File: src/fpu_lite_cfg.svh
`ifndef FPU_LITE_CFG_SVH
`define FPU_LITE_CFG_SVH

// Datapath widths
`define FPU_XLEN 64
`define FPU_SP_W 32
`define FPU_OP_W 4

// Opcode encodings
`define FPU_OP_FSGNJ  4'd0
`define FPU_OP_FSGNJN 4'd1
`define FPU_OP_FSGNJX 4'd2
`define FPU_OP_FMIN   4'd3
`define FPU_OP_FMAX   4'd4
`define FPU_OP_FEQ    4'd5
`define FPU_OP_FLT    4'd6
`define FPU_OP_FLE    4'd7
`define FPU_OP_FCLASS 4'd8
`define FPU_OP_FMVI   4'd9
`define FPU_OP_IMVF   4'd10

// Canonical quiet NaNs, single is NaN-boxed
`define FPU_DP_QNAN 64'h7ff8000000000000
`define FPU_SP_QNAN 64'hffffffff7fc00000

// Response queue entries, also the upstream credit pool
`define FPU_QUEUE_DEPTH 4

// Credits granted by downstream after reset
`define FPU_OUT_CREDITS 2

`endif
File: src/fpu_pkg.sv
package fpu_pkg;

  // One 64-bit register word, seen as a double or as a boxed single
  typedef union packed
  {
    struct packed
    {
      logic        sign;
      logic [10:0] exp;
      logic [51:0] frac;
    } dp;

    struct packed
    {
      logic [31:0] box;
      logic        sign;
      logic [7:0]  exp;
      logic [22:0] frac;
    } sp;
  } fp_operand_u;

endpackage

File: src/fpu_lite_top.sv
`timescale 1ns/1ns
`include "fpu_lite_cfg.svh"

module fpu_lite_top
  (input                          clk_i
   , input                        arst_n_i

   , input                        req_valid_i
   , input [`FPU_OP_W-1:0]        req_op_i
   , input                        req_dp_i
   , input fpu_pkg::fp_operand_u  req_a_i
   , input fpu_pkg::fp_operand_u  req_b_i
   , output logic                 in_credit_o

   , input                        rsp_credit_i
   , output logic                 rsp_valid_o
   , output logic [`FPU_XLEN-1:0] rsp_data_o
   , output logic                 rsp_invalid_o
   );

  logic                 s1_valid;
  logic [`FPU_OP_W-1:0] s1_op;
  logic                 s1_dp;
  fpu_pkg::fp_operand_u s1_a;
  fpu_pkg::fp_operand_u s1_b;
  logic                 s1_a_nan, s1_a_snan, s1_a_inf, s1_a_zero, s1_a_sub;
  logic                 s1_b_nan, s1_b_snan, s1_b_inf, s1_b_zero, s1_b_sub;

  logic                 s2_valid;
  logic [`FPU_XLEN-1:0] s2_data;
  logic                 s2_invalid;

  fpu_unbox_stage unbox
    (.clk_i, .arst_n_i
     ,.req_valid_i, .req_op_i, .req_dp_i, .req_a_i, .req_b_i
     ,.s1_valid_o(s1_valid), .s1_op_o(s1_op), .s1_dp_o(s1_dp), .s1_a_o(s1_a), .s1_b_o(s1_b)
     ,.s1_a_nan_o(s1_a_nan), .s1_a_snan_o(s1_a_snan), .s1_a_inf_o(s1_a_inf)
     ,.s1_a_zero_o(s1_a_zero), .s1_a_sub_o(s1_a_sub)
     ,.s1_b_nan_o(s1_b_nan), .s1_b_snan_o(s1_b_snan), .s1_b_inf_o(s1_b_inf)
     ,.s1_b_zero_o(s1_b_zero), .s1_b_sub_o(s1_b_sub)
     );

  fpu_exec_stage exec
    (.clk_i, .arst_n_i
     ,.s1_valid_i(s1_valid), .s1_op_i(s1_op), .s1_dp_i(s1_dp), .s1_a_i(s1_a), .s1_b_i(s1_b)
     ,.s1_a_nan_i(s1_a_nan), .s1_a_snan_i(s1_a_snan), .s1_a_inf_i(s1_a_inf)
     ,.s1_a_zero_i(s1_a_zero), .s1_a_sub_i(s1_a_sub)
     ,.s1_b_nan_i(s1_b_nan), .s1_b_snan_i(s1_b_snan), .s1_b_inf_i(s1_b_inf)
     ,.s1_b_zero_i(s1_b_zero), .s1_b_sub_i(s1_b_sub)
     ,.s2_valid_o(s2_valid), .s2_data_o(s2_data), .s2_invalid_o(s2_invalid)
     );

  fpu_rsp_queue rsp_queue
    (.clk_i, .arst_n_i
     ,.s2_valid_i(s2_valid), .s2_data_i(s2_data), .s2_invalid_i(s2_invalid)
     ,.rsp_credit_i, .rsp_valid_o, .rsp_data_o, .rsp_invalid_o, .in_credit_o
     );

endmodule

File: src/fpu_rsp_queue.sv
`timescale 1ns/1ns
`include "fpu_lite_cfg.svh"

module fpu_rsp_queue
  (input                          clk_i
   , input                        arst_n_i

   , input                        s2_valid_i
   , input [`FPU_XLEN-1:0]        s2_data_i
   , input                        s2_invalid_i

   , input                        rsp_credit_i
   , output logic                 rsp_valid_o
   , output logic [`FPU_XLEN-1:0] rsp_data_o
   , output logic                 rsp_invalid_o
   , output logic                 in_credit_o
   );

  localparam int ptr_width_lp = $clog2(`FPU_QUEUE_DEPTH);
  localparam int cnt_width_lp = $clog2(`FPU_QUEUE_DEPTH + 1);
  localparam int crd_width_lp = $clog2(`FPU_OUT_CREDITS + 1);

  // Invalid flag rides in the top bit
  logic [`FPU_XLEN:0] mem [`FPU_QUEUE_DEPTH];

  logic [ptr_width_lp-1:0] wr_ptr;
  logic [ptr_width_lp-1:0] rd_ptr;
  logic [cnt_width_lp-1:0] count;
  logic [crd_width_lp-1:0] out_credits;

  // A response on the bus already holds one of the credits
  wire pop = (count != '0) && (out_credits > crd_width_lp'(rsp_valid_o));

  always_ff @(posedge clk_i)
    if (s2_valid_i)
      mem[wr_ptr] <= {s2_invalid_i, s2_data_i};

  always_ff @(posedge clk_i or negedge arst_n_i)
    if (!arst_n_i)
      begin
        wr_ptr      <= '0;
        rd_ptr      <= '0;
        count       <= '0;
        out_credits <= crd_width_lp'(`FPU_OUT_CREDITS);
        rsp_valid_o <= 1'b0;
      end
    else
      begin
        if (s2_valid_i)
          wr_ptr <= (wr_ptr == ptr_width_lp'(`FPU_QUEUE_DEPTH - 1)) ? '0 : wr_ptr + 1'b1;
        if (pop)
          rd_ptr <= (rd_ptr == ptr_width_lp'(`FPU_QUEUE_DEPTH - 1)) ? '0 : rd_ptr + 1'b1;
        count       <= count + cnt_width_lp'(s2_valid_i) - cnt_width_lp'(pop);
        out_credits <= out_credits - crd_width_lp'(rsp_valid_o)
                       + crd_width_lp'(rsp_credit_i);
        rsp_valid_o <= pop;
      end

  always_ff @(posedge clk_i)
    if (pop)
      {rsp_invalid_o, rsp_data_o} <= mem[rd_ptr];

  // Each response frees one upstream slot
  assign in_credit_o = rsp_valid_o;

  a_no_overflow: assert property (@(posedge clk_i) disable iff (!arst_n_i)
    s2_valid_i |-> (count != cnt_width_lp'(`FPU_QUEUE_DEPTH)));

  a_credit_max: assert property (@(posedge clk_i) disable iff (!arst_n_i)
    out_credits <= crd_width_lp'(`FPU_OUT_CREDITS));

  a_valid_credit: assert property (@(posedge clk_i) disable iff (!arst_n_i)
    rsp_valid_o |-> (out_credits != '0));

endmodule

File: src/fpu_exec_stage.sv
`timescale 1ns/1ns
`include "fpu_lite_cfg.svh"

module fpu_exec_stage
  (input                          clk_i
   , input                        arst_n_i

   , input                        s1_valid_i
   , input [`FPU_OP_W-1:0]        s1_op_i
   , input                        s1_dp_i
   , input fpu_pkg::fp_operand_u  s1_a_i
   , input fpu_pkg::fp_operand_u  s1_b_i

   , input                        s1_a_nan_i
   , input                        s1_a_snan_i
   , input                        s1_a_inf_i
   , input                        s1_a_zero_i
   , input                        s1_a_sub_i
   , input                        s1_b_nan_i
   , input                        s1_b_snan_i
   , input                        s1_b_inf_i
   , input                        s1_b_zero_i
   , input                        s1_b_sub_i

   , output logic                 s2_valid_o
   , output logic [`FPU_XLEN-1:0] s2_data_o
   , output logic                 s2_invalid_o
   );

  wire [`FPU_XLEN-1:0] a_bits = s1_a_i;
  wire [`FPU_XLEN-1:0] b_bits = s1_b_i;

  wire sgn_a = s1_dp_i ? s1_a_i.dp.sign : s1_a_i.sp.sign;
  wire sgn_b = s1_dp_i ? s1_b_i.dp.sign : s1_b_i.sp.sign;

  // Sign-free magnitudes with single zero-extended
  wire [`FPU_XLEN-2:0] mag_a = s1_dp_i ? a_bits[`FPU_XLEN-2:0]
                                       : {{`FPU_SP_W{1'b0}}, a_bits[`FPU_SP_W-2:0]};
  wire [`FPU_XLEN-2:0] mag_b = s1_dp_i ? b_bits[`FPU_XLEN-2:0]
                                       : {{`FPU_SP_W{1'b0}}, b_bits[`FPU_SP_W-2:0]};

  wire both_zero = s1_a_zero_i & s1_b_zero_i;
  wire any_nan   = s1_a_nan_i | s1_b_nan_i;
  wire any_snan  = s1_a_snan_i | s1_b_snan_i;

  logic lt;
  wire  eq = both_zero | ((sgn_a == sgn_b) & (mag_a == mag_b));

  always_comb
    if (both_zero)
      lt = 1'b0;
    else if (sgn_a != sgn_b)
      lt = sgn_a;
    else if (sgn_a)
      lt = mag_a > mag_b;
    else
      lt = mag_a < mag_b;

  // Sign injection
  logic inj_sgn;
  always_comb
    case (s1_op_i)
      `FPU_OP_FSGNJN: inj_sgn = ~sgn_b;
      `FPU_OP_FSGNJX: inj_sgn = sgn_a ^ sgn_b;
      default:        inj_sgn = sgn_b;
    endcase

  wire [`FPU_XLEN-1:0] sgnj_res = s1_dp_i
    ? {inj_sgn, a_bits[`FPU_XLEN-2:0]}
    : {{`FPU_SP_W{1'b1}}, inj_sgn, a_bits[`FPU_SP_W-2:0]};

  // One-hot class from neg inf at bit 0 up to qnan at bit 9
  wire       a_norm = ~s1_a_nan_i & ~s1_a_inf_i & ~s1_a_zero_i & ~s1_a_sub_i;
  wire [9:0] fclass = {s1_a_nan_i & ~s1_a_snan_i
                       , s1_a_snan_i
                       , ~sgn_a & s1_a_inf_i
                       , ~sgn_a & a_norm
                       , ~sgn_a & s1_a_sub_i
                       , ~sgn_a & s1_a_zero_i
                       , sgn_a & s1_a_zero_i
                       , sgn_a & s1_a_sub_i
                       , sgn_a & a_norm
                       , sgn_a & s1_a_inf_i};

  // -0 sorts below +0 for min and max
  wire a_first = lt | (both_zero & sgn_a & ~sgn_b);
  wire [`FPU_XLEN-1:0] canon_nan = s1_dp_i ? `FPU_DP_QNAN : `FPU_SP_QNAN;

  logic [`FPU_XLEN-1:0] minmax_res;
  always_comb
    if (s1_a_nan_i & s1_b_nan_i)
      minmax_res = canon_nan;
    else if (s1_a_nan_i)
      minmax_res = b_bits;
    else if (s1_b_nan_i)
      minmax_res = a_bits;
    else if (a_first ^ (s1_op_i == `FPU_OP_FMAX))
      minmax_res = a_bits;
    else
      minmax_res = b_bits;

  logic [`FPU_XLEN-1:0] result;
  logic                 invalid;

  always_comb
    begin
      result  = '0;
      invalid = 1'b0;
      case (s1_op_i)
        `FPU_OP_FSGNJ, `FPU_OP_FSGNJN, `FPU_OP_FSGNJX:
          result = sgnj_res;
        `FPU_OP_FMIN, `FPU_OP_FMAX:
          begin
            result  = minmax_res;
            invalid = any_snan;
          end
        `FPU_OP_FEQ:
          begin
            result  = `FPU_XLEN'(~any_nan & eq);
            invalid = any_snan;
          end
        `FPU_OP_FLT:
          begin
            result  = `FPU_XLEN'(~any_nan & lt);
            invalid = any_nan;
          end
        `FPU_OP_FLE:
          begin
            result  = `FPU_XLEN'(~any_nan & (lt | eq));
            invalid = any_nan;
          end
        `FPU_OP_FCLASS:
          result = `FPU_XLEN'(fclass);
        `FPU_OP_FMVI:
          result = s1_dp_i ? a_bits : `FPU_XLEN'($signed(a_bits[`FPU_SP_W-1:0]));
        `FPU_OP_IMVF:
          result = s1_dp_i ? a_bits : {{`FPU_SP_W{1'b1}}, a_bits[`FPU_SP_W-1:0]};
        default:
          result = '0;
      endcase
    end

  always_ff @(posedge clk_i or negedge arst_n_i)
    if (!arst_n_i)
      s2_valid_o <= 1'b0;
    else
      s2_valid_o <= s1_valid_i;

  always_ff @(posedge clk_i)
    begin
      s2_data_o    <= result;
      s2_invalid_o <= invalid;
    end

  a_op_known: assert property (@(posedge clk_i) disable iff (!arst_n_i)
    s1_valid_i |-> (s1_op_i <= `FPU_OP_IMVF));

endmodule

File: src/fpu_unbox_stage.sv
`timescale 1ns/1ns
`include "fpu_lite_cfg.svh"

module fpu_unbox_stage
  (input                          clk_i
   , input                        arst_n_i

   , input                        req_valid_i
   , input [`FPU_OP_W-1:0]        req_op_i
   , input                        req_dp_i
   , input fpu_pkg::fp_operand_u  req_a_i
   , input fpu_pkg::fp_operand_u  req_b_i

   , output logic                 s1_valid_o
   , output logic [`FPU_OP_W-1:0] s1_op_o
   , output logic                 s1_dp_o
   , output fpu_pkg::fp_operand_u s1_a_o
   , output fpu_pkg::fp_operand_u s1_b_o

   , output logic                 s1_a_nan_o
   , output logic                 s1_a_snan_o
   , output logic                 s1_a_inf_o
   , output logic                 s1_a_zero_o
   , output logic                 s1_a_sub_o
   , output logic                 s1_b_nan_o
   , output logic                 s1_b_snan_o
   , output logic                 s1_b_inf_o
   , output logic                 s1_b_zero_o
   , output logic                 s1_b_sub_o
   );

  // Returns {nan, snan, inf, zero, sub}
  function automatic logic [4:0] classify(input fpu_pkg::fp_operand_u v, input logic dp);
    logic exp_ones;
    logic exp_zero;
    logic frac_zero;
    logic quiet_bit;
    if (dp)
      begin
        exp_ones  = &v.dp.exp;
        exp_zero  = ~|v.dp.exp;
        frac_zero = ~|v.dp.frac;
        quiet_bit = v.dp.frac[51];
      end
    else
      begin
        exp_ones  = &v.sp.exp;
        exp_zero  = ~|v.sp.exp;
        frac_zero = ~|v.sp.frac;
        quiet_bit = v.sp.frac[22];
      end
    classify = {exp_ones & ~frac_zero
                , exp_ones & ~frac_zero & ~quiet_bit
                , exp_ones & frac_zero
                , exp_zero & frac_zero
                , exp_zero & ~frac_zero};
  endfunction

  // Moves carry raw bits, no unboxing
  wire raw_move = (req_op_i == `FPU_OP_FMVI) | (req_op_i == `FPU_OP_IMVF);
  wire keep_a   = req_dp_i | raw_move | (&req_a_i.sp.box);
  wire keep_b   = req_dp_i | raw_move | (&req_b_i.sp.box);

  fpu_pkg::fp_operand_u a_unboxed;
  fpu_pkg::fp_operand_u b_unboxed;
  logic [4:0]           a_class;
  logic [4:0]           b_class;

  assign a_unboxed = keep_a ? req_a_i : `FPU_SP_QNAN;
  assign b_unboxed = keep_b ? req_b_i : `FPU_SP_QNAN;
  assign a_class   = classify(a_unboxed, req_dp_i);
  assign b_class   = classify(b_unboxed, req_dp_i);

  always_ff @(posedge clk_i or negedge arst_n_i)
    if (!arst_n_i)
      s1_valid_o <= 1'b0;
    else
      s1_valid_o <= req_valid_i;

  always_ff @(posedge clk_i)
    begin
      s1_op_o <= req_op_i;
      s1_dp_o <= req_dp_i;
      s1_a_o  <= a_unboxed;
      s1_b_o  <= b_unboxed;
      {s1_a_nan_o, s1_a_snan_o, s1_a_inf_o, s1_a_zero_o, s1_a_sub_o} <= a_class;
      {s1_b_nan_o, s1_b_snan_o, s1_b_inf_o, s1_b_zero_o, s1_b_sub_o} <= b_class;
    end

endmodule

File: config.mk
export PLATFORM = sky130hd
export DESIGN_NAME = fpu_lite_top
export DESIGN_NICKNAME = d
export VERILOG_FILES = /design/src/fpu_pkg.sv /design/src/fpu_lite_top.sv /design/src/fpu_rsp_queue.sv /design/src/fpu_exec_stage.sv /design/src/fpu_unbox_stage.sv
export VERILOG_INCLUDE_DIRS = /design/src
export SDC_FILE = /design/constraint.sdc
export NUM_CORES = 1
export LEC_CHECK = 0
export ABC_AREA = 1
export BUFFER_PORTS_ARGS = -buffer_cell sky130_fd_sc_hd__buf_2
export CAP_MARGIN = 10
export CELL_PAD_IN_SITES_DETAIL_PLACEMENT = 1
export CELL_PAD_IN_SITES_GLOBAL_PLACEMENT = 2
export CORE_ASPECT_RATIO = 1.1
export CORE_MARGIN = 8
export CORE_UTILIZATION = 32
export DETAILED_ROUTE_END_ITERATION = 10
export PLACE_DENSITY_LB_ADDON = 0.1
export RECOVER_POWER = 25
export SYNTH_ARGS = -nofsm -noshare
export SYNTH_HDL_FRONTEND = slang
export SYNTH_HIERARCHICAL = 1
export SYNTH_SLANG_ARGS = --single-unit
File: constraint.sdc
create_clock -name clk_i -period 6.8 [get_ports clk_i]
set_clock_uncertainty 0.1 [all_clocks]
set_input_delay 1.36 -clock clk_i [delete_from_list [all_inputs] [get_ports clk_i]]
set_output_delay 1.36 -clock clk_i [all_outputs]
set_load 0.1 [all_outputs]
Yosys cells after proc, flatten, opt, wreduce, memory -nomap -nowiden

Memories as Yosys holds them, arrays and structs flattened. A register that Yosys moved wholly into a read port is not among the register bits.
Index checks and enable logic that the tools add are counted.

Add/sub/neg operators: 6
Magnitude comparators: 3
Equal/unequal tests: 17
Mux-type cells: 32
Bitwise logic cells: 51
Reductions and logical operators: 29

Operators with widths:

| kind               | count |
|---|---|
| $mux 64            | 8 |
| $pmux 64 s8        | 1 |
| $mux 63            | 4 |
| $and 64x1->64      | 2 |
| $reduce_or 52->1   | 2 |
| $and 64x64->64     | 1 |
| $not 1->64         | 1 |
| $reduce_and 32->1  | 2 |
| $eq 63x63->1       | 1 |
| $gt 63x63->1       | 1 |
| $lt 63x63->1       | 1 |
| $reduce_or 23->1   | 2 |
| $and 1x1->1        | 25 |
| $reduce_and 11->1  | 2 |
| $reduce_or 11->1   | 2 |
| $eq 4x4->1 const B | 5 |
| $eq 4x3->1 const B | 4 |
| $reduce_and 8->1   | 2 |
| $reduce_or 8->1    | 2 |
| $mux 1             | 15 |
| $not 1->1          | 11 |
| $or 1x1->1         | 9 |
| $eq 4x2->1 const B | 2 |
| $logic_not 1->1    | 8 |
| other kinds (18)   | 25 |

Register bits after elaboration: 218
RAM bits: 260
Bits of input ports: 137
Output and inout bits: 67
Logic and storage cells: 162
Memories kept: 1

Memory list:

| memory        | depth | bits a word | read ports | clocked after Yosys merged registers in | wr ports | line                | RTL |
|---|---|---|---|---|---|---|---|
| rsp_queue.mem | 4     | 65          | 1          | 1                                       | 1        | fpu_rsp_queue.sv:24 | `` logic [`FPU_XLEN:0] mem [`FPU_QUEUE_DEPTH]; `` |

Depth between registers and ports, before layout

Gate-level depths: netlist of run 1.

Depth after elaboration: 12
Mapped depth: 28
Mapped depth without buffers: 23

Modules after synthesis

The synthesis of run 1 kept the hierarchy.

By module, submodules not included:

| module          | times used | cells each | area each (um2) | seq. area each (um2) |
|---|---|---|---|---|
| fpu_rsp_queue   | 1          | 891        | 13,133.8        | 10,010.9 |
| fpu_exec_stage  | 1          | 948        | 5,679.2         | 1,326.3 |
| fpu_unbox_stage | 1          | 582        | 4,828.4         | 2,887.8 |

Worst setup path after synthesis of run 1

OpenSTA, ideal clock, no wires.

Path type: flip-flop to flip-flop
Start point: reg rsp_queue.rsp_valid_o, in the netlist rsp_queue/in_credit_o
End point: reg rsp_queue.count[2]
Setup time: 116 ps
Arrival: 4,077 ps
Required time: 6,584 ps
Path slack: 2,506 ps
Cell stages (with the launch flop): 12
Buffers on the path: 0
Clock period less this slack: 4,294 ps
Cell sequence: dfrtp_1 > ha_1 > o21ai_1 > nand2_1 > inv_1 > ha_1 > inv_1 > ha_1 > fa_1 > xor2_1 > nand2_1 > nand2_1

Word-level cells in the longest chain between the ends: 3

RTL lines:

| what                     | line                | RTL |
|---|---|---|
| start: declaration       | fpu_rsp_queue.sv:13 | `, output logic rsp_valid_o` |
| start signal: assignment | fpu_rsp_queue.sv:56 | `rsp_valid_o <= pop;` |
| $gt 2x1->1               | fpu_rsp_queue.sv:32 | `wire pop = (count != '0) && (out_credits > crd_width_lp'(rsp_valid_o));` |
| $logic_and 1x1->1        | fpu_rsp_queue.sv:32 |  |
| named net rsp_queue.pop  | fpu_rsp_queue.sv:32 |  |
| $sub 3x1->3              | fpu_rsp_queue.sv:53 | `count <= count + cnt_width_lp'(s2_valid_i) - cnt_width_lp'(pop);` |
| end signal: assignment   | fpu_rsp_queue.sv:53 |  |
| end: declaration         | fpu_rsp_queue.sv:28 | `logic [cnt_width_lp-1:0] count;` |

The timed path passes the listed nets, and every way through them passes these cells.
A chain may end at the register's enable or synchronous reset.

Worst setup path after layout of run 1

Start point: reg unbox.s1_dp_o
End point: reg exec.s2_data_o[36]

Word-level cells in the longest chain between the ends: 12
Elaborated cells between the ends (all ways): 24
Classes of those cells: 2 x order compare; 1 x eq/ne; 16 x mux; 5 x bitwise

RTL lines:

| what                                                | line                                       | RTL |
|---|---|---|
| start: declaration                                  | fpu_unbox_stage.sv:16                      | `, output logic s1_dp_o` |
| start signal: assignment                            | fpu_unbox_stage.sv:83                      | `s1_dp_o <= req_dp_i;` |
| $mux 63, on equally long branches                   | fpu_exec_stage.sv:37, fpu_exec_stage.sv:39 |  |
| $lt 63x63->1 / $gt 63x63->1 (equally long branches) | fpu_exec_stage.sv:57, fpu_exec_stage.sv:55 |  |
| $mux 1                                              | fpu_exec_stage.sv:54                       | `else if (sgn_a)` |
| $mux 1                                              | fpu_exec_stage.sv:52                       | `else if (sgn_a != sgn_b)` |
| $mux 1                                              | fpu_exec_stage.sv:50                       | `if (both_zero)` |
| $or 1x1->1                                          | fpu_exec_stage.sv:86                       | `wire a_first = lt \| (both_zero & sgn_a & ~sgn_b);` |
| $xor 1x1->1                                         | fpu_exec_stage.sv:97                       | `` else if (a_first ^ (s1_op_i == `FPU_OP_FMAX)) `` |
| $mux 64                                             | fpu_exec_stage.sv:97                       |  |
| $mux 64                                             | fpu_exec_stage.sv:95                       | `else if (s1_b_nan_i)` |
| $mux 64                                             | fpu_exec_stage.sv:93                       | `else if (s1_a_nan_i)` |
| $mux 64                                             | fpu_exec_stage.sv:91                       | `if (s1_a_nan_i & s1_b_nan_i)` |
| $pmux 64 s8 (*)                                     | fpu_exec_stage.sv:109                      | `case (s1_op_i)` |
| named net exec.result[36]                           | fpu_exec_stage.sv:102                      | `` logic [`FPU_XLEN-1:0] result; `` |
| end signal: assignment                              | fpu_exec_stage.sv:151                      | `s2_data_o <= result;` |
| end: declaration                                    | fpu_exec_stage.sv:26                       | `` , output logic [`FPU_XLEN-1:0] s2_data_o `` |

Mark *: on every way through the listed nets, which the timed path passes. The rest lies on a longest branch.

==> summary.md, run 1 <==
| Metric | Value |
|---|---|
| Vias | 16590 |
| RSZ-0062 raised after global routing | false |
| Area post-placement | 25300 um2 |
| CTS tree | built |
| CORE AREA | 73100 um2 |
| Worst Max-Slew Pin Slew | 1200 ps |
| Type of the worst min-delay path | register to register |
| Post-Syn Area | 23600 um2 |
| Setup TNS Final | 0 ps |
| NetSw | 4870 uW |
| Initial core utilization | 0.323 |
| # IOs | 204 |
| Avg WL per Cell | 19.5 um |
| IO buf count | 203 |
| Number of diodes | 0 |
| CP Data Arrival Time | 5200 ps |
| Tcrit/Tclk final | 0.708 |
| Post-Synthesis Net Count | 2628 |
| Syn_area_per_cell | 9.76 um2 |
| Headroom to the max-slew limit | 0.199 |
| Row count | 104 |
| Switching Share | 0.404 |
| Final core utilization | 0.374 |
| Comb power frac | 0.317 |
| Hold WS | 267 ps |
| Post-CTS Hold Buffers | 0 |
| Setup Crit Path Kind | register to register |
| Ys Warns | 6 |
| DR pass1 iterations | 4 |
| Finished Cell Area | 27400 um2 |
| DP Worst Slack | 1930 ps |
| Die H | 301 um |
| Cell Int Power | 7170 uW |
| Post-Route WL | 69900 um |
| Run status | finished, final reports clean |
| Initial DRC Count | 784 |
| Peak supply drop | 0.290 mV |
| Post-route minimum period | 4810 ps |
| Syn Inst Count | 2417 |
| PwrDens | 440 nW/um2 |
| Clock-pin slew on the worst setup and hold paths | 70 ps |
| DP HPWL | 50300 um |
| Die Area | 82700 um2 |
| Largest net degree at the start of global routing | 189 |
| Critical Path End Type | register |
| Vias in the first global route | 17668 |
| Routed Antenna Nets | 0 |
| CTS Buf Count | 59 |
| Worst EP required | 7190 ps |
| Skew-Pair Late Insertion Delay | 630 ps |
| Slew Viols, Final | 0 |
| Avg Vias per Cell | 4.62 |
| Clock network fraction of total power | 0.286 |
| Root buffer cell | clkbuf_16 |
| Residual DRC | 0 |
| Die width | 275 um |
| Worst Setup Start Kind | register |
| Commonest non-fill, non-tap cell in the layout | nand2_1 |
| # H-tree levels | 2 |
| Area delta synth->final | 16.1% |
| Total Nets Final | 2799 |
| Longest Clk Path Bufs | 3 |
| First-pass GRT wire length | 106000 um |
| Max Cap Violations | 0 |
| Final Hold Violating Endpoints | 0 |
| Final worst setup slack | 1990 ps |
| Postcts setup bufs | 0 |
| Worst Reg-to-Reg Cells | 18 |
| Final setup violation count | 0 |
| Sink Count | 543 |
| Critical path peak fanout | 95 |
| Most frequent cells in the layout | nand2_1 (607), inv_1 (371), edfxtp_1 (325), dfxtp_1 (205), buf_2 (203) |
| Total grt overflow | 0 |
| Share of cells above drive strength 1 | 0.162 |
| LEAKAGE | 0.0121 uW |
| Global placer's final weighted congestion | 0.828 |
| Flop pwr share | 0.397 |
| Peak Freq | 0.208 GHz |
| Initial antenna violation count | 1 |
| Total GRT Usage | 0.168 |
| Post-cts sizing count | 0 |
| Hold depth | 0 |
## power by group through the flow
stage	Sequential [uW]	Clock, uW	Combinational (uW)
CTS	4800	3550	3920
floorplan	6140	0	1750
detailed placement	4860	0	3910
finish	4780	3440	3820
global route	4860	3670	4150
global placement	4830	0	3840
## layer usage
layer	up-vias	global-route usage	part of all wire
met1	8056	0.228	0.48
met2	250	0.280	0.47
met5	-	0	0
met3	71	0.0252	0.037
met4	0	0.0380	0.017
li1	8213	-	-
## flip-flops by register name (all words and copies together) (netlist names), 2 cells and up
| signal | count |
|---|---|
| unbox/s1_op_o | 4 |
| rsp_queue/count | 3 |
| unbox/s1_a_o | 64 |
| exec/s2_data_o | 64 |
| unbox/s1_b_o | 64 |
| rsp_queue/mem | 260 |
| rsp_queue/wr_ptr | 2 |
| rsp_queue/rd_ptr | 2 |
| rsp_queue/out_credits | 2 |
| rsp_queue/rsp_data_o | 64 |
## worst paths after layout
path	slack, ps	endpoint	startpoint
setup / recovery	1990	exec/s2_data_o[36]	unbox/s1_dp_o
hold / removal	270	exec/s2_valid_o	unbox/s1_valid_o
setup reg to reg	1990	exec/s2_data_o[36]	unbox/s1_dp_o
hold reg to reg	270	exec/s2_valid_o	unbox/s1_valid_o
max in group asynchronous	5790	rsp_queue/out_credits[1]	arst_n_i
min in group asynchronous	510	exec/s2_valid_o	arst_n_i
## stage by stage
stage                     total power [uW]  instances
after global routing                 12700       3592
after global placement                8670       3481
after CTS                            12300       3592
after floorplan                       7890       2417
after detailed placement              8780       3481
final                                12000       3592
## worst max-delay path: stages (launching register included)
cell and delay [ps]:
dfxtp_2 750, buf_4 470, nand2_1 100, ha_1 310
nand2_1 120, nor4_1 370, nand3_1 110, nor2_1 110
nand2_1 80, nand2_1 70, nand2_1 50, nand2_2 120
nand2_1 70, nand2_2 80, nand3_4 380, nand2_4 970
nand2_1 140, nand2_1 110, o21ai_1 70
## cell type report
class	instances	area, um2
timing repair buffer	212	1100
fill	8316	45800
multi-input combinational	1390	7330
sequential	543	14200
inverter	382	1450
clock inverter	45	572
tap	954	1190
clock buffer	66	1540
No activity file was read; power rests on OpenSTA's default activity.
==> inputs of run 2 (changes only) <==
--- a/config.mk
+++ b/config.mk
@@ -6,7 +6,7 @@
 export SDC_FILE = /design/constraint.sdc
 export NUM_CORES = 1
 export LEC_CHECK = 0
-export ABC_AREA = 1
+export ABC_AREA = 0
 export BUFFER_PORTS_ARGS = -buffer_cell sky130_fd_sc_hd__buf_2
 export CAP_MARGIN = 10
 export CELL_PAD_IN_SITES_DETAIL_PLACEMENT = 1
==> constraint.sdc (replaced) <==
create_clock -name clk_i -period 4.8 [get_ports clk_i]
set_clock_uncertainty 0.1 [all_clocks]
set_input_delay 0.96 -clock clk_i [delete_from_list [all_inputs] [get_ports clk_i]]
set_output_delay 0.96 -clock clk_i [all_outputs]
set_load 0.1 [all_outputs]
==> run 2 against run 1 <==
First-iteration DRC count down 29%. Critical path type unchanged. Highest routed layer unchanged. Worst hold slack got worse by 8.5 ps. Non-clock buffer count grew 14. Count of clock-buffer cells in the layout increased by 16. Synthesized cell count fell by 41%.
==> summary.md, run 2 <==
| Metric | Value |
|---|---|
| Max Cap Violations | 0 |
| Longest Clk Path Bufs | 3 |
| PwrDens | 629 nW/um2 |
| Syn Inst Count | 1432 |
| Most frequent CP cell | nor4_4 |
| Post-cts sizing count | 0 |
| Pwr Total | 15500 uW |
| Most frequent cells in the layout | edfxtp_1 (325), dfxtp_1 (205), buf_2 (197), nor2_1 (101), ha_1 (73) |
| CTS Buf Count | 56 |
| CP top delay family | simple AND/OR/NAND/NOR gates |
| Run status | finished, final reports clean |
| Share of cells above drive strength 1 | 0.273 |
| R2R Setup Slk | 920 ps |
| Peak supply drop | 0.571 mV |
| Setup Crit Path Kind | register to register |
| Setup TNS Final | 0 ps |
| Die H | 284 um |
| Total Nets Final | 1865 |
| Initial antenna violation count | 1 |
| Critical path peak fanout | 72 |
| Finished Cell Area | 24700 um2 |
| Initial DRC Count | 554 |
| IO buf count | 203 |
| Syn_area_per_cell | 14.6 um2 |
| Routed Antenna Nets | 0 |
| Sequential cell area | 14200 um2 |
| Row count | 98 |
| CORE AREA | 64900 um2 |
| Die Area | 73900 um2 |
| Slowest-stage cell, CP | nor4_2 |
| Tcrit/Tclk final | 0.808 |
| Critical Path End Type | register |
| Slowest stage delay, CP | 510 ps |
| Avg Vias per Cell | 4.79 |
| Avg WL per Cell | 22.7 um |
| Clock-pin slew on the worst setup and hold paths | 60 ps |
| Residual DRC | 0 |
| Post-Route WL | 57900 um |
| Vias in the first global route | 13350 |
| DR pass1 iterations | 4 |
| Skew-Pair Late Insertion Delay | 610 ps |
| Slew Viols, Final | 0 |
| Post-Synthesis Net Count | 1643 |
| LEAKAGE | 0.00919 uW |
| Die width | 260 um |
| DP HPWL | 43000 um |
| RSZ-0062 raised after global routing | false |
| Ys Warns | 6 |
| CTS tree | built |
| Global placer's final weighted congestion | 0.800 |
| Worst Max-Slew Pin Slew | 981 ps |
| Worst EP required | 5160 ps |
| Sink Count | 543 |
| Final setup violation count | 0 |
| Root buffer cell | clkbuf_16 |
| # IOs | 204 |
| Worst path buffer plus inverter count | 1 |
| Type of the worst min-delay path | register to register |
| Final Hold Violating Endpoints | 0 |
| # H-tree levels | 2 |
| Initial core utilization | 0.323 |
| Total GRT Usage | 0.155 |
| Area delta synth->final | 17.8% |
| Vias | 12201 |
| Postcts setup bufs | 0 |
| Max FFs per register | 260 |
| Total grt overflow | 0 |
| Largest net degree at the start of global routing | 73 |
| Multi-input logic area | 6250 um2 |
| Post-route minimum period | 3880 ps |
| Peak Freq | 0.258 GHz |
| CP Data Arrival Time | 4240 ps |
| Headroom to the max-slew limit | 0.346 |
| Commonest non-fill, non-tap cell in the layout | edfxtp_1 |
| Fill cell count | 6701 |
| Post-CTS Hold Buffers | 0 |
| First-pass GRT wire length | 86500 um |
| Worst Setup Start Kind | register |
| Largest Register | rsp_queue/mem |
| Area post-placement | 22900 um2 |
| Crit path cell chain | buf_12, nand2_1, ha_1, nand4_2, nor4_2, nand4_1, a21oi_2, nor4_4, nor4_4, mux2_4, or2_1, o211ai_1 |
| Post-Syn Area | 21000 um2 |
==> run 2: cell count changes in the layout (fill, tap and decap cells not counted), sizes merged, moves of 47 or more <==
cell    previous run  this run
nand2            614        64
inv              384        44
o21ai            144        19
nor2             194       102
a21oi            106        38
mux4               0        65
or2               21        86
o211ai            65         6
nand3             73        17
nor2b              1        48
==> run 2: final timing paths <==
path | cells past startpoint | to | from
worst max-delay path | 12 | exec/s2_data_o[63] | unbox/s1_dp_o
worst min-delay path | 0 | exec/s2_valid_o | unbox/s1_valid_o
worst max register to register | 12 | exec/s2_data_o[63] | unbox/s1_dp_o
worst min register to register | 0 | exec/s2_valid_o | unbox/s1_valid_o
max in group asynchronous | 1 | rsp_queue/rd_ptr[0] | arst_n_i
min in group asynchronous | 1 | rsp_queue/out_credits[0] | arst_n_i
==> run 2: layer usage <==
layer	wire length, um	track usage	vias to the layer above
met1	27400	0.215	6099
met2	27000	0.251	230
met4	1280	0.0392	0
met3	2220	0.0254	69
li1	-	-	5803
met5	0	0	-
==> run 2: per-stage QoR <==
stage	utilization	worst slack (ps)	hold WS (ps)	instances
after global routing	0.381	584	271	2547
final	0.381	921	259	2548
after detailed placement	0.353	893	236	2446
after CTS	0.381	882	84.4	2547
after floorplan	-	601	231	1432
after global placement	0.353	1020	245	2446
==> run 2: area by class of cell <==
type | count | area share
timing repair buffer | 226 | 0.0499
tap | 850 | 0.0431
clock inverter | 19 | 0.00644
inverter | 44 | 0.00669
antenna | 1 | 0.000101
sequential | 543 | 0.575
multi-input combinational | 783 | 0.253
clock buffer | 82 | 0.0656
==> run 2: where the power goes <==
part / leakage [uW] / switching [uW] / internal, uW
logic: 0.00337 / 3550 / 1160
clock network: 0.000876 / 1760 / 2390
registers: 0.00495 / 505 / 6160
total: 0.00919 / 5820 / 9710
==> inputs of run 3 (changes only) <==
--- a/config.mk
+++ b/config.mk
@@ -6,7 +6,7 @@
 export SDC_FILE = /design/constraint.sdc
 export NUM_CORES = 1
 export LEC_CHECK = 0
-export ABC_AREA = 0
+export ABC_AREA = 1
 export BUFFER_PORTS_ARGS = -buffer_cell sky130_fd_sc_hd__buf_2
 export CAP_MARGIN = 10
 export CELL_PAD_IN_SITES_DETAIL_PLACEMENT = 1
==> constraint.sdc (replaced) <==
create_clock -name clk_i -period 3.15 [get_ports clk_i]
set_clock_uncertainty 0.1 [all_clocks]
set_input_delay 0.63 -clock clk_i [delete_from_list [all_inputs] [get_ports clk_i]]
set_output_delay 0.63 -clock clk_i [all_outputs]
set_load 0.1 [all_outputs]
==> run 3 against run 2 <==
The flow now finishes with violations (negative setup slack). Critical path depth rose by 11. Maximum frequency rose by 22%. Register-to-register slack got worse by 950 ps. Die area rose by 12%. Non-clock buffer count rose by 58. Utilization rose by 1.3 points. Wire length rose by 22%. Via count rose by 38%. Cell count rose by 44%. Setup slack got worse by 950 ps. Worst hold slack got worse by 160 ps. Critical path type unchanged.
==> summary.md, run 3 (same netlist as run 1, synthesis figures left out) <==
| Metric | Value |
|---|---|
| DP Worst Slack | -248 ps |
| First-pass GRT wire length | 106000 um |
| Total GRT Usage | 0.167 |
| CTS tree | built |
| Final setup violation count | 7 |
| Worst EP required | 3580 ps |
| Worst r2r src | unbox/s1_dp_o |
| Finished Cell Area | 28700 um2 |
| Global placer's final weighted congestion | 0.866 |
| Sink Count | 543 |
| Root buffer cell | clkbuf_16 |
| RSZ-0062 raised after global routing | true |
| Post-route minimum period | 3180 ps |
| Residual DRC | 0 |
| Post-Route WL | 70900 um |
| Peak Freq | 0.315 GHz |
| Crit path cell chain | clkbuf_16, nand2_1, inv_1, ha_1, nand2_2, inv_2, nand2_1, nand2_1, a21oi_1, nand2_2, a21oi_2, nand2_2, nand2_2, nand2_2, nand2_2, nand2_2, nand2_2, nand3_4, nand2_8, buf_12, buf_12, nor2_2, o21ai_2 |
| Most frequent CP cell | nand2_2 |
| Most frequent cells in the layout | nand2_1 (561), inv_1 (360), edfxtp_1 (325), dfxtp_1 (205), buf_2 (202) |
| Headroom to the max-slew limit | 0.389 |
| Avg WL per Cell | 19.3 um |
| CP Data Arrival Time | 3610 ps |
| Slowest stage delay, CP | 390 ps |
| Die Area | 82700 um2 |
| Worst path buffer plus inverter count | 5 |
| Run status | complete, but fails checks |
| Total Nets Final | 2871 |
| DR pass1 iterations | 4 |
| Clock-pin slew on the worst setup and hold paths | 60 ps |
| Vias in the first global route | 17688 |
| CORE AREA | 73100 um2 |
| # H-tree levels | 2 |
| R2R Setup Slk | -30 ps |
| Largest net degree at the start of global routing | 67 |
| Row count | 104 |
| Worst hold start | req_op_i[1] |
| Commonest non-fill, non-tap cell in the layout | nand2_1 |
| Worst Setup Start Kind | register |
| Avg Vias per Cell | 4.60 |
| R2r endpoint | exec/s2_data_o[41] |
| Inst Count DP | 3533 |
| Hold depth | 1 |
| Setup Crit Path Kind | register to register |
| Pwr Total | 26200 uW |
| Critical path peak fanout | 14 |
| Die width | 275 um |
| Share of cells above drive strength 1 | 0.228 |
| Initial DRC Count | 701 |
| Area post-placement | 25900 um2 |
| IO buf count | 203 |
| Failing checks | negative setup slack |
| Initial core utilization | 0.323 |
| Final Hold Violating Endpoints | 0 |
| Max Cap Violations | 0 |
| Slew Viols, Final | 0 |
| Vias | 16868 |
| Total grt overflow | 0 |
| Area delta synth->final | 21.8% |
| Peak supply drop | 0.690 mV |
| Initial antenna violation count | 1 |
| CTS Buf Count | 59 |
| Tcrit/Tclk final | 1.01 |
| Critical Path End Type | register |
| Number of diodes | 0 |
| Final worst setup slack | -25.1 ps |
| Type of the worst min-delay path | primary input to register |
| Largest Register | rsp_queue/mem |
| Worst Reg-to-Reg Cells | 23 |
| Die H | 301 um |
| Max FFs per register | 260 |
| CP top delay family | simple AND/OR/NAND/NOR gates |
| Fill cell count | 8253 |
| # IOs | 204 |
| DP HPWL | 51700 um |
| PwrDens | 911 nW/um2 |
| Slowest-stage cell, CP | dfxtp_4 |
| Worst Max-Slew Pin Slew | 916 ps |
| LEAKAGE | 0.0126 uW |
| Longest Clk Path Bufs | 3 |
| Skew-Pair Late Insertion Delay | 630 ps |
| Post-Layout Cell Count | 3664 |
| Routed Antenna Nets | 0 |
| Worst Hold End | unbox/s1_op_o[1] |
[run 3: per-layer routing]
layer | part of all wire | track usage | vias up
met5 | 0 | 0 | -
met4 | 0.025 | 0.0452 | 0
met3 | 0.035 | 0.0249 | 95
met2 | 0.46 | 0.272 | 272
met1 | 0.48 | 0.231 | 8138
li1 | - | - | 8363
[run 3: final cells by class]
class                      instances  area (um2)  share of cell area
sequential                       543       14200               0.494
timing repair buffer             284        1950              0.0679
clock buffer                      84        1680              0.0585
inverter                         382        1440              0.0501
multi-input combinational       1390        7950               0.277
tap                              954        1190              0.0415
clock inverter                    27         324              0.0113
[run 3: power breakdown]
| part | switching, uW | internal, uW |
|---|---|---|
| clock network | 2880 | 4130 |
| logic | 6950 | 2050 |
| registers | 787 | 9390 |
[run 3: metrics by stage]
step / util / hold WS (ps) / TNS (ps)
after floorplan: - / 231 / -598
after detailed placement: 0.354 / 246 / -9950
after global routing: 0.393 / 62.3 / -10840
final: 0.393 / 94.7 / -96.4
after global placement: 0.354 / 265 / -5020
after CTS: 0.385 / 14.9 / -50.0
[run 3: how the worst max path moves through the flow]
stage | from | endpoint | slack [ps] | depth (start not counted)
final | unbox/s1_dp_o | exec/s2_data_o[41] | -30 | 23
after detailed placement | unbox/s1_dp_o | exec/s2_data_o[41] | -250 | 21
after global placement | unbox/s1_dp_o | exec/s2_data_o[55] | -140 | 21
after global routing | unbox/s1_dp_o | exec/s2_data_o[3] | -220 | 23
after CTS | unbox/s1_dp_o | exec/s2_data_o[33] | -10 | 24
after floorplan | rsp_queue/in_credit_o | rsp_queue/count[2] | -360 | 11
[run 3: worst reg2reg max path, delay by kind of cell (launching register included)]
family / cells / cell delay, ps
AO/OA/AOI/OAI: 3 / 500
adder cells (fa/ha/maj): 1 / 310
buffers and inverters: 5 / 590
flip-flops: 1 / 390
AND/OR/NAND/NOR: 14 / 1210
[run 3: timing repair]
item / CTS / global route
gates cloned: 3 / 4
pin swaps: 14 / 44
setup buffers: 3 / 8
hold buffers: 5 / 0
gates resized for setup: 32 / 122
hold endpoints to repair: 15 / 0
setup endpoints to repair: 64 / 64
